<file path="config.mk">
export PLATFORM = sky130hd
export DESIGN_NAME = ps2_rx_top
export DESIGN_NICKNAME = d
export VERILOG_FILES = /design/src/logic/ps2_pkg.sv /design/src/logic/ps2_line_sync.sv /design/src/logic/ps2_bit_timer.sv /design/src/logic/ps2_rx_fsm.sv /design/src/logic/ps2_frame_shift.sv /design/src/logic/ps2_code_hold.sv /design/src/logic/ps2_rx_top.sv
export SDC_FILE = /design/constraint.sdc
export NUM_CORES = 1
export LEC_CHECK = 0
export BUFFER_PORTS_ARGS = -buffer_cell sky130_fd_sc_hd__clkbuf_2
export CAP_MARGIN = 5
export CORE_ASPECT_RATIO = 1.25
export CORE_MARGIN = 2
export CORE_UTILIZATION = 53
export DETAILED_ROUTE_END_ITERATION = 8
export GPL_TIMING_DRIVEN = 0
export PLACE_DENSITY_LB_ADDON = 0.3
export SYNTH_ARGS = -nofsm -noshare
export SYNTH_HDL_FRONTEND = slang
export SYNTH_HIERARCHICAL = 1
export SYNTH_SLANG_ARGS = --single-unit
</file>
<file path="constraint.sdc">
create_clock -name clk -period 1.9 [get_ports clk]
set_input_delay 0.095 -clock clk [delete_from_list [all_inputs] [get_ports clk]]
set_output_delay 0.095 -clock clk [all_outputs]
set_load 0.02 [all_outputs]
</file>
<file path="src/logic/ps2_pkg.sv">
package ps2_pkg;

	////////////////////////////////////////////////////////////////////////////
	// Frame layout
	////////////////////////////////////////////////////////////////////////////

	// Data bits per frame, sent LSB first
	localparam int data_bits = 8;

	// Line level of the start bit and of the stop bit
	localparam logic start_level = 1'b0;
	localparam logic stop_level  = 1'b1;

	// One received byte
	typedef logic [data_bits-1:0] ps2_byte_t;

	// Error codes reported with rx_error
	typedef enum logic [1:0] {
		// Nothing wrong
		err_none    = 2'd0,
		// Data plus parity not odd
		err_parity  = 2'd1,
		// Stop bit seen as 0
		err_frame   = 2'd2,
		// Device stopped clocking mid frame
		err_timeout = 2'd3
	} ps2_err_t;

endpackage

</file>
<file path="src/logic/ps2_line_sync.sv">
`timescale 1ns/1ps

module ps2_line_sync #(
	parameter int sync_stages = 2
) (
	input  logic clk,
	input  logic reset,
	input  logic ps2_clk,
	input  logic ps2_data,
	output logic fall_strobe,
	output logic data_bit
);

	// Synchronizer chains, stage 0 samples the pin
	logic [sync_stages-1:0] clk_sync;
	logic [sync_stages-1:0] data_sync;
	// Last synchronized ps2_clk sample, for edge detect
	logic clk_prev;

	always_ff @(posedge clk or negedge reset) begin
		if (!reset) begin
			// Lines idle high
			clk_sync    <= '1;
			data_sync   <= '1;
			clk_prev    <= 1'b1;
			fall_strobe <= 1'b0;
			data_bit    <= 1'b1;
		end else begin
			clk_sync[0]  <= ps2_clk;
			data_sync[0] <= ps2_data;
			for (int i = 1; i < sync_stages; i++) begin
				clk_sync[i]  <= clk_sync[i-1];
				data_sync[i] <= data_sync[i-1];
			end
			clk_prev <= clk_sync[sync_stages-1];
			// High then low on the synced clock
			fall_strobe <= clk_prev & ~clk_sync[sync_stages-1];
			// Data registered alongside the strobe
			data_bit <= data_sync[sync_stages-1];
		end
	end

endmodule

</file>
<file path="src/logic/ps2_bit_timer.sv">
`timescale 1ns/1ps

module ps2_bit_timer #(
	parameter int timeout_cycles = 100000
) (
	input  logic clk,
	input  logic reset,
	input  logic frame_clear,
	input  logic shift_en,
	input  logic fall_strobe,
	input  logic timing_active,
	output logic last_data_bit,
	output logic timeout
);

	localparam int bit_cnt_w  = $clog2(ps2_pkg::data_bits + 1);
	localparam int idle_cnt_w = $clog2(timeout_cycles + 1);

	// Data bits shifted so far
	logic [bit_cnt_w-1:0]  bit_cnt;
	// clk cycles since the last ps2_clk falling edge
	logic [idle_cnt_w-1:0] idle_cnt;

	////////////////////////////////////////////////////////////////////////////
	// Bit counter
	////////////////////////////////////////////////////////////////////////////

	always_ff @(posedge clk or negedge reset) begin
		if (!reset) begin
			bit_cnt <= '0;
		end else if (frame_clear) begin
			bit_cnt <= '0;
		end else if (shift_en && !last_data_bit) begin
			bit_cnt <= bit_cnt + 1'b1;
		end
	end

	// Full byte shifted
	assign last_data_bit = (bit_cnt == bit_cnt_w'(ps2_pkg::data_bits));

	////////////////////////////////////////////////////////////////////////////
	// Idle counter
	////////////////////////////////////////////////////////////////////////////

	always_ff @(posedge clk or negedge reset) begin
		if (!reset) begin
			idle_cnt <= '0;
		end else if (frame_clear || fall_strobe) begin
			idle_cnt <= '0;
		end else if (timing_active && idle_cnt != idle_cnt_w'(timeout_cycles)) begin
			// Saturates so the pulse fires once
			idle_cnt <= idle_cnt + 1'b1;
		end
	end

	// Single cycle, timeout_cycles after the last strobe
	assign timeout = timing_active && !fall_strobe &&
		(idle_cnt == idle_cnt_w'(timeout_cycles - 1));

endmodule

</file>
<file path="src/logic/ps2_rx_fsm.sv">
`timescale 1ns/1ps

module ps2_rx_fsm (
	input  logic              clk,
	input  logic              reset,
	input  logic              rx_enable,
	input  logic              hold_data,
	input  logic              fall_strobe,
	input  logic              data_bit,
	input  logic              last_data_bit,
	input  logic              timeout,
	input  logic              parity_ok,
	output logic              frame_clear,
	output logic              shift_en,
	output logic              timing_active,
	output logic              load_byte,
	output logic              load_error,
	output ps2_pkg::ps2_err_t err_sel,
	output logic              rx_complete
);

	typedef enum logic [2:0] {
		idle,
		data,
		parity,
		stop,
		complete,
		error_flag
	} state_t;

	state_t state;
	state_t next_state;
	// Parity result taken at the parity strobe
	logic parity_good;

	always_ff @(posedge clk or negedge reset) begin
		if (!reset) begin
			state       <= idle;
			parity_good <= 1'b0;
		end else begin
			state <= next_state;
			if (state == parity && fall_strobe) begin
				parity_good <= parity_ok;
			end
		end
	end

	// Frame in flight, stall watch on
	assign timing_active = (state == data) || (state == parity) || (state == stop);
	// Byte held for the consumer
	assign rx_complete = (state == complete);

	////////////////////////////////////////////////////////////////////////////
	// Next state and strobes
	////////////////////////////////////////////////////////////////////////////

	always_comb begin
		next_state  = state;
		frame_clear = 1'b0;
		shift_en    = 1'b0;
		load_byte   = 1'b0;
		load_error  = 1'b0;
		err_sel     = ps2_pkg::err_none;
		case (state)
			idle: begin
				// Start bit only, a high strobe is noise
				if (rx_enable && fall_strobe && data_bit == ps2_pkg::start_level) begin
					frame_clear = 1'b1;
					next_state  = data;
				end
			end
			data: begin
				if (last_data_bit) begin
					next_state = parity;
				end else if (fall_strobe) begin
					shift_en = 1'b1;
				end
			end
			parity: begin
				if (fall_strobe) begin
					next_state = stop;
				end
			end
			stop: begin
				if (fall_strobe) begin
					if (!parity_good) begin
						load_error = 1'b1;
						err_sel    = ps2_pkg::err_parity;
						next_state = error_flag;
					end else if (data_bit != ps2_pkg::stop_level) begin
						load_error = 1'b1;
						err_sel    = ps2_pkg::err_frame;
						next_state = error_flag;
					end else begin
						load_byte  = 1'b1;
						next_state = complete;
					end
				end
			end
			// Strobes ignored here, frames dropped
			complete: begin
				if (!hold_data) begin
					next_state = idle;
				end
			end
			// One cycle, lines up with rx_error
			error_flag: next_state = idle;
			default: next_state = idle;
		endcase
		// Mid frame overrides
		if (timing_active) begin
			if (!rx_enable) begin
				// Abandoned quietly
				next_state = idle;
				shift_en   = 1'b0;
				load_byte  = 1'b0;
				load_error = 1'b0;
				err_sel    = ps2_pkg::err_none;
			end else if (timeout) begin
				load_error = 1'b1;
				err_sel    = ps2_pkg::err_timeout;
				next_state = error_flag;
			end
		end
	end

endmodule

</file>
<file path="src/logic/ps2_frame_shift.sv">
`timescale 1ns/1ps

module ps2_frame_shift (
	input  logic               clk,
	input  logic               reset,
	input  logic               frame_clear,
	input  logic               shift_en,
	input  logic               data_bit,
	output ps2_pkg::ps2_byte_t frame_byte,
	output logic               parity_ok
);

	// Byte being assembled
	ps2_pkg::ps2_byte_t shift_reg;
	// XOR of the data bits so far
	logic par_acc;

	// Data byte shift register
	always_ff @(posedge clk or negedge reset) begin
		if (!reset) begin
			shift_reg <= '0;
		end else if (frame_clear) begin
			// Cleared at each start bit
			shift_reg <= '0;
		end else if (shift_en) begin
			// In at the MSB so the first bit lands in bit 0
			shift_reg <= {data_bit, shift_reg[ps2_pkg::data_bits-1:1]};
		end
	end

	// Running parity
	always_ff @(posedge clk or negedge reset) begin
		if (!reset) begin
			par_acc <= 1'b0;
		end else if (frame_clear) begin
			par_acc <= 1'b0;
		end else if (shift_en) begin
			par_acc <= par_acc ^ data_bit;
		end
	end

	assign frame_byte = shift_reg;
	// Odd total wanted with data_bit as the parity bit
	assign parity_ok = par_acc ^ data_bit;

endmodule

</file>
<file path="src/logic/ps2_code_hold.sv">
`timescale 1ns/1ps

module ps2_code_hold (
	input  logic               clk,
	input  logic               reset,
	input  logic               load_byte,
	input  logic               load_error,
	input  ps2_pkg::ps2_byte_t frame_byte,
	input  ps2_pkg::ps2_err_t  err_sel,
	output ps2_pkg::ps2_byte_t rx_data,
	output logic               rx_error,
	output ps2_pkg::ps2_err_t  err_code
);

	// Last good byte, kept across bad frames
	always_ff @(posedge clk or negedge reset) begin
		if (!reset) begin
			rx_data <= '0;
		end else if (load_byte) begin
			rx_data <= frame_byte;
		end
	end

	// Error pulse and sticky code
	always_ff @(posedge clk or negedge reset) begin
		if (!reset) begin
			rx_error <= 1'b0;
			err_code <= ps2_pkg::err_none;
		end else begin
			rx_error <= load_error;
			// Code valid from the rx_error cycle on
			if (load_error) begin
				err_code <= err_sel;
			end
		end
	end

endmodule

</file>
<file path="src/logic/ps2_rx_top.sv">
`timescale 1ns/1ps

module ps2_rx_top #(
	// Idle clk cycles before a stalled frame is dropped, 2 ms at 50 MHz
	parameter int timeout_cycles = 100000,
	parameter int sync_stages    = 2
) (
	input  logic               clk,
	input  logic               reset,
	input  logic               rx_enable,
	input  logic               ps2_clk,
	input  logic               ps2_data,
	input  logic               hold_data,
	output ps2_pkg::ps2_byte_t rx_data,
	output logic               rx_complete,
	output logic               rx_error,
	output ps2_pkg::ps2_err_t  err_code
);

	// Line sync outputs
	logic fall_strobe;
	logic data_bit;
	// FSM controls
	logic              frame_clear;
	logic              shift_en;
	logic              timing_active;
	logic              load_byte;
	logic              load_error;
	ps2_pkg::ps2_err_t err_sel;
	// Timer and shifter status
	logic               last_data_bit;
	logic               timeout;
	ps2_pkg::ps2_byte_t frame_byte;
	logic               parity_ok;

	////////////////////////////////////////////////////////////////////////////
	// Datapath and control
	////////////////////////////////////////////////////////////////////////////

	ps2_line_sync #(
		.sync_stages(sync_stages)
	) line_sync0 (
		.clk(clk), .reset(reset), .ps2_clk(ps2_clk), .ps2_data(ps2_data),
		.fall_strobe(fall_strobe), .data_bit(data_bit)
	);

	ps2_bit_timer #(
		.timeout_cycles(timeout_cycles)
	) bit_timer0 (
		.clk(clk), .reset(reset), .frame_clear(frame_clear), .shift_en(shift_en),
		.fall_strobe(fall_strobe), .timing_active(timing_active),
		.last_data_bit(last_data_bit), .timeout(timeout)
	);

	ps2_rx_fsm rx_fsm0 (
		.clk(clk), .reset(reset), .rx_enable(rx_enable), .hold_data(hold_data),
		.fall_strobe(fall_strobe), .data_bit(data_bit), .last_data_bit(last_data_bit),
		.timeout(timeout), .parity_ok(parity_ok), .frame_clear(frame_clear),
		.shift_en(shift_en), .timing_active(timing_active), .load_byte(load_byte),
		.load_error(load_error), .err_sel(err_sel), .rx_complete(rx_complete)
	);

	ps2_frame_shift frame_shift0 (
		.clk(clk), .reset(reset), .frame_clear(frame_clear), .shift_en(shift_en),
		.data_bit(data_bit), .frame_byte(frame_byte), .parity_ok(parity_ok)
	);

	ps2_code_hold code_hold0 (
		.clk(clk), .reset(reset), .load_byte(load_byte), .load_error(load_error),
		.frame_byte(frame_byte), .err_sel(err_sel), .rx_data(rx_data),
		.rx_error(rx_error), .err_code(err_code)
	);

endmodule

</file>
==> impl_metrics.py <==
metrics = {
    "critical_path": {
        "r2r_end": "bit_timer0/idle_cnt[13]",
        "r2r_slack_ns": 0.08,
        "cp-endpoint": "bit_timer0/idle_cnt[13]",
        "crit_required_ns": 2.15,
        "worstSetupPathType": "flop to flop",
        "cp-start-kind": "flop",
        "path_buf_inv": 1,
        "cpPeakStageDelay_ns": 0.46,
        "worstPathMaxFanout": 9,
        "worstSetupStartpoint": "rx_fsm0/state[0]",
        "end_kind": "flop",
        "cp_top_family": "simple AND/OR/NAND/NOR gates",
        "cp.depth": 7,
        "crit-reg2reg-launch": "rx_fsm0/state[0]",
        "critPathSlowestCell": "dfrtp_2",
        "worstPathArrival_ns": 2.06,
        "path_cells": "nor2_4, nor2_1, buf_4, and4_4, nand4_4, or3_1, a21oi_1",
        "reg2reg_depth": 7,
    },
    "placement": {
        "dp.cells": 298,
        "hpwl_mm": 2.774,
        "postPlaceCellArea_um2": 2648,
        "port_buffers": 17,
        "place_congestion": 0.7954,
    },
    "pwr": {
        "power.density_nw_per_um2": 678.3,
        "netSwitchingPower_uw": 503.7,
        "pwr-share-comb": 0.081,
        "p_leak_uw": 0.001357,
        "p_int_uw": 1486,
        "vdd_drop_max_mv": 0.5348,
        "seq_power_share": 0.588,
        "swShare": 0.2532,
        "power.share.clock": 0.331,
    },
    "layout": {
        "utilization": 0.6577,
        "antenna_cells": 0,
        "area_delta_synth_final_pct": 18.38,
        "nNetsFinal": 271,
        "instances_no_fill": 320,
        "drive_gt1_frac": 0.2939,
        "final_cell_area_um2": 2933,
    },
    "drt": {
        "drc": 0,
        "wl_per_cell_um": 13.64,
        "drt-initial-drc-count": 95,
        "viasPerCell": 5.463,
        "vias": 1748,
        "wl_mm": 4.365,
        "ant_nets": 0,
        "drt-pass1-iter-count": 4,
    },
    "sta": {
        "slew_viol_final": 0,
        "setup_violations": 0,
        "relSlewSlack": 0.6177,
        "hold_violations": 0,
        "holdWs_ns": 0.2146,
        "fin_crit_ns": 1.815,
        "fmax_mhz": 550.9,
        "worst_pin_slew_ns": 0.5734,
        "period_share": 0.9554,
        "finalClockSkew_ns": 0.01112,
    },
    "floorplanning": {
        "die_area_um2": 5241,
        "die_width_um": 65.15,
        "ios": 18,
        "die_y_um": 80.44,
        "core_um2": 4459,
        "start_util": 0.5556,
        "row_count": 27,
    },
    "clocking": {
        "root_buffer": "clkbuf_8",
        "clk_path_buf_depth": 2,
        "cts.htree.levels": 2,
        "cts_buffers": 5,
        "clk_latency_ns": 0.31,
        "cts.sinks": 52,
        "cts_tree": "done",
        "clk_pin_slew_ns": 0.10,
    },
    "synthesis": {
        "synthArstFlopShare": 1.000,
        "synth.most_common_cell": "dfrtp_1",
        "synth_largest_area_cell": "dfrtp_1",
        "syn-mean-instance-area_um2": 11.11,
        "yosys-top-cells-area": "dfrtp_1 46%, dfstp_2 6.4%, mux2_4 4.8%",
        "synth-main-ff-cell": "dfrtp_1",
        "yosysTopAreaCellShare": 0.4646,
        "synth_seq_area_share": 0.5283,
        "netlist_instances": 223,
        "synth_warnings": 6,
        "synth.distinct_cells": 46,
        "ys_ff_latch": 52,
        "ys_top_cells_by_count": "46 x dfrtp_1, 29 x nor2_1, 14 x nand2_1",
        "synth-edff-count": 0,
        "syn_nets": 233,
        "synthesis.area_um2": 2477,
    },
    "status": {
        "status": "finished clean",
    },
    "worst_hold_path": {
        "hold_class": "input pin to flop",
    },
    "global_routing": {
        "gr-total-overflow": 0,
        "grt_antenna_before_repair": 0,
        "grt_pass1_vias": 1683,
        "grt_pass1_wl_mm": 7.534,
        "gr-usage-all-layers": 0.1842,
        "grt_max_degree": 53,
    },
    "run": {
        "maxCapViolations": 0,
    },
}
[worst min-delay path by stage]
stage / start / end / slack [ns] / cells past startpoint
floorplan: reset / bit_timer0/bit_cnt[0] / -0.20 / 0
global placement: ps2_clk / line_sync0/clk_sync[0] / 0.18 / 1
detailed placement: ps2_data / line_sync0/data_sync[0] / 0.18 / 1
CTS: reset / code_hold0/rx_data[0] / 0.07 / 1
global route: rx_enable / rx_fsm0/state[0] / 0.24 / 3
finish: rx_enable / rx_fsm0/state[1] / 0.21 / 3
[kinds of logic after synthesis]
family                     Yosys count  synth area share
muxes                               21            0.1020
DFF                                 52            0.5283
buffers and inverters               13           0.02878
xor gates and xnor gates            13           0.04596
adders and majority gates            4           0.02020
AOI/OAI and AO/OA                   28           0.07223
and+or+nand+nor                     92            0.2025
[through the flow]
stage               setup TNS (ns)  power (uW)  setup slack [ns]
finish                           0        1989           0.08478
floorplan                        0        1269           0.04871
global route             -0.007579        2077         -0.007579
detailed placement          -4.382        1321           -0.3958
CTS                              0        1995           0.02217
global placement            -4.208        1317           -0.3813
[repair_timing]
action                                  in CTS  in global routing
endpoints found under the setup margin      18                  6
setup buffers                                5                  5
hold buffers                                 3                  1
pin swaps                                    3                  4
resized for setup                           12                  5
endpoints found under the hold margin        3                 19
[placed cells by master (no fill, tap or decap), drive strengths merged, types with 2 or more instances in the layout]
master       synthesis  layout
dfrtp               46      46
nor2                29      29
clkbuf               2      23
buf                  5      16
nand2               14      14
xor2                12      12
mux2i               11      11
mux2                10      10
nand3                9       9
a21oi                9       9
o21ai                8       8
inv                  6       7
nor3                 7       7
dfstp                6       6
nand4                6       6
or3                  5       5
and3                 4       4
dlygate4sd3          0       4
and4                 4       4
ha                   4       4
or2                  2       2
and2                 2       2
nand3b               2       2
and2b                2       2
a31oi                2       2
[area by class of cell]
type / instances / area (um2)
well taps: 58 / 72.57
fillers: 360 / 1526
repair buffers: 32 / 217.7
multi-input cells: 158 / 1164
inverters: 6 / 22.52
plain buffers: 6 / 48.80
flip-flops and latches: 52 / 1311
clock inverters: 3 / 27.53
clock buffers: 5 / 68.82
[sequential cells by signal, summed over array words and instances (netlist names), 2 cells and up]
signal / count
code_hold0/rx_data: 8
bit_timer0/bit_cnt: 4
frame_shift0/frame_byte: 8
line_sync0/data_sync: 2
code_hold0/err_code: 2
bit_timer0/idle_cnt: 17
line_sync0/clk_sync: 2
rx_fsm0/state: 3
[power by group through the flow]
stage	logic (uW)	registers [uW]	clock network (uW)
global route	185	1180	717
finish	161	1170	658
global placement	126	1190	0
detailed placement	129	1190	0
floorplan	81.6	1190	0
CTS	148	1170	677
[worst reg2reg max path, delay by kind of cell, from the launching register on]
kind | cells | cell delay [ns]
and+or+nand+nor | 5 | 0.99
DFF | 1 | 0.46
buffers and inverters | 1 | 0.16
AOI/OAI and AO/OA | 1 | 0.14
[routing by layer]
layer	vias to the layer above	GRT usage	wire, um
li1	855	-	-
met1	854	0.2221	1921
met2	30	0.3206	2210
met3	9	0.03501	137
met4	0	0.07917	95
met5	-	0	0
(Power assumes the default switching activity.)
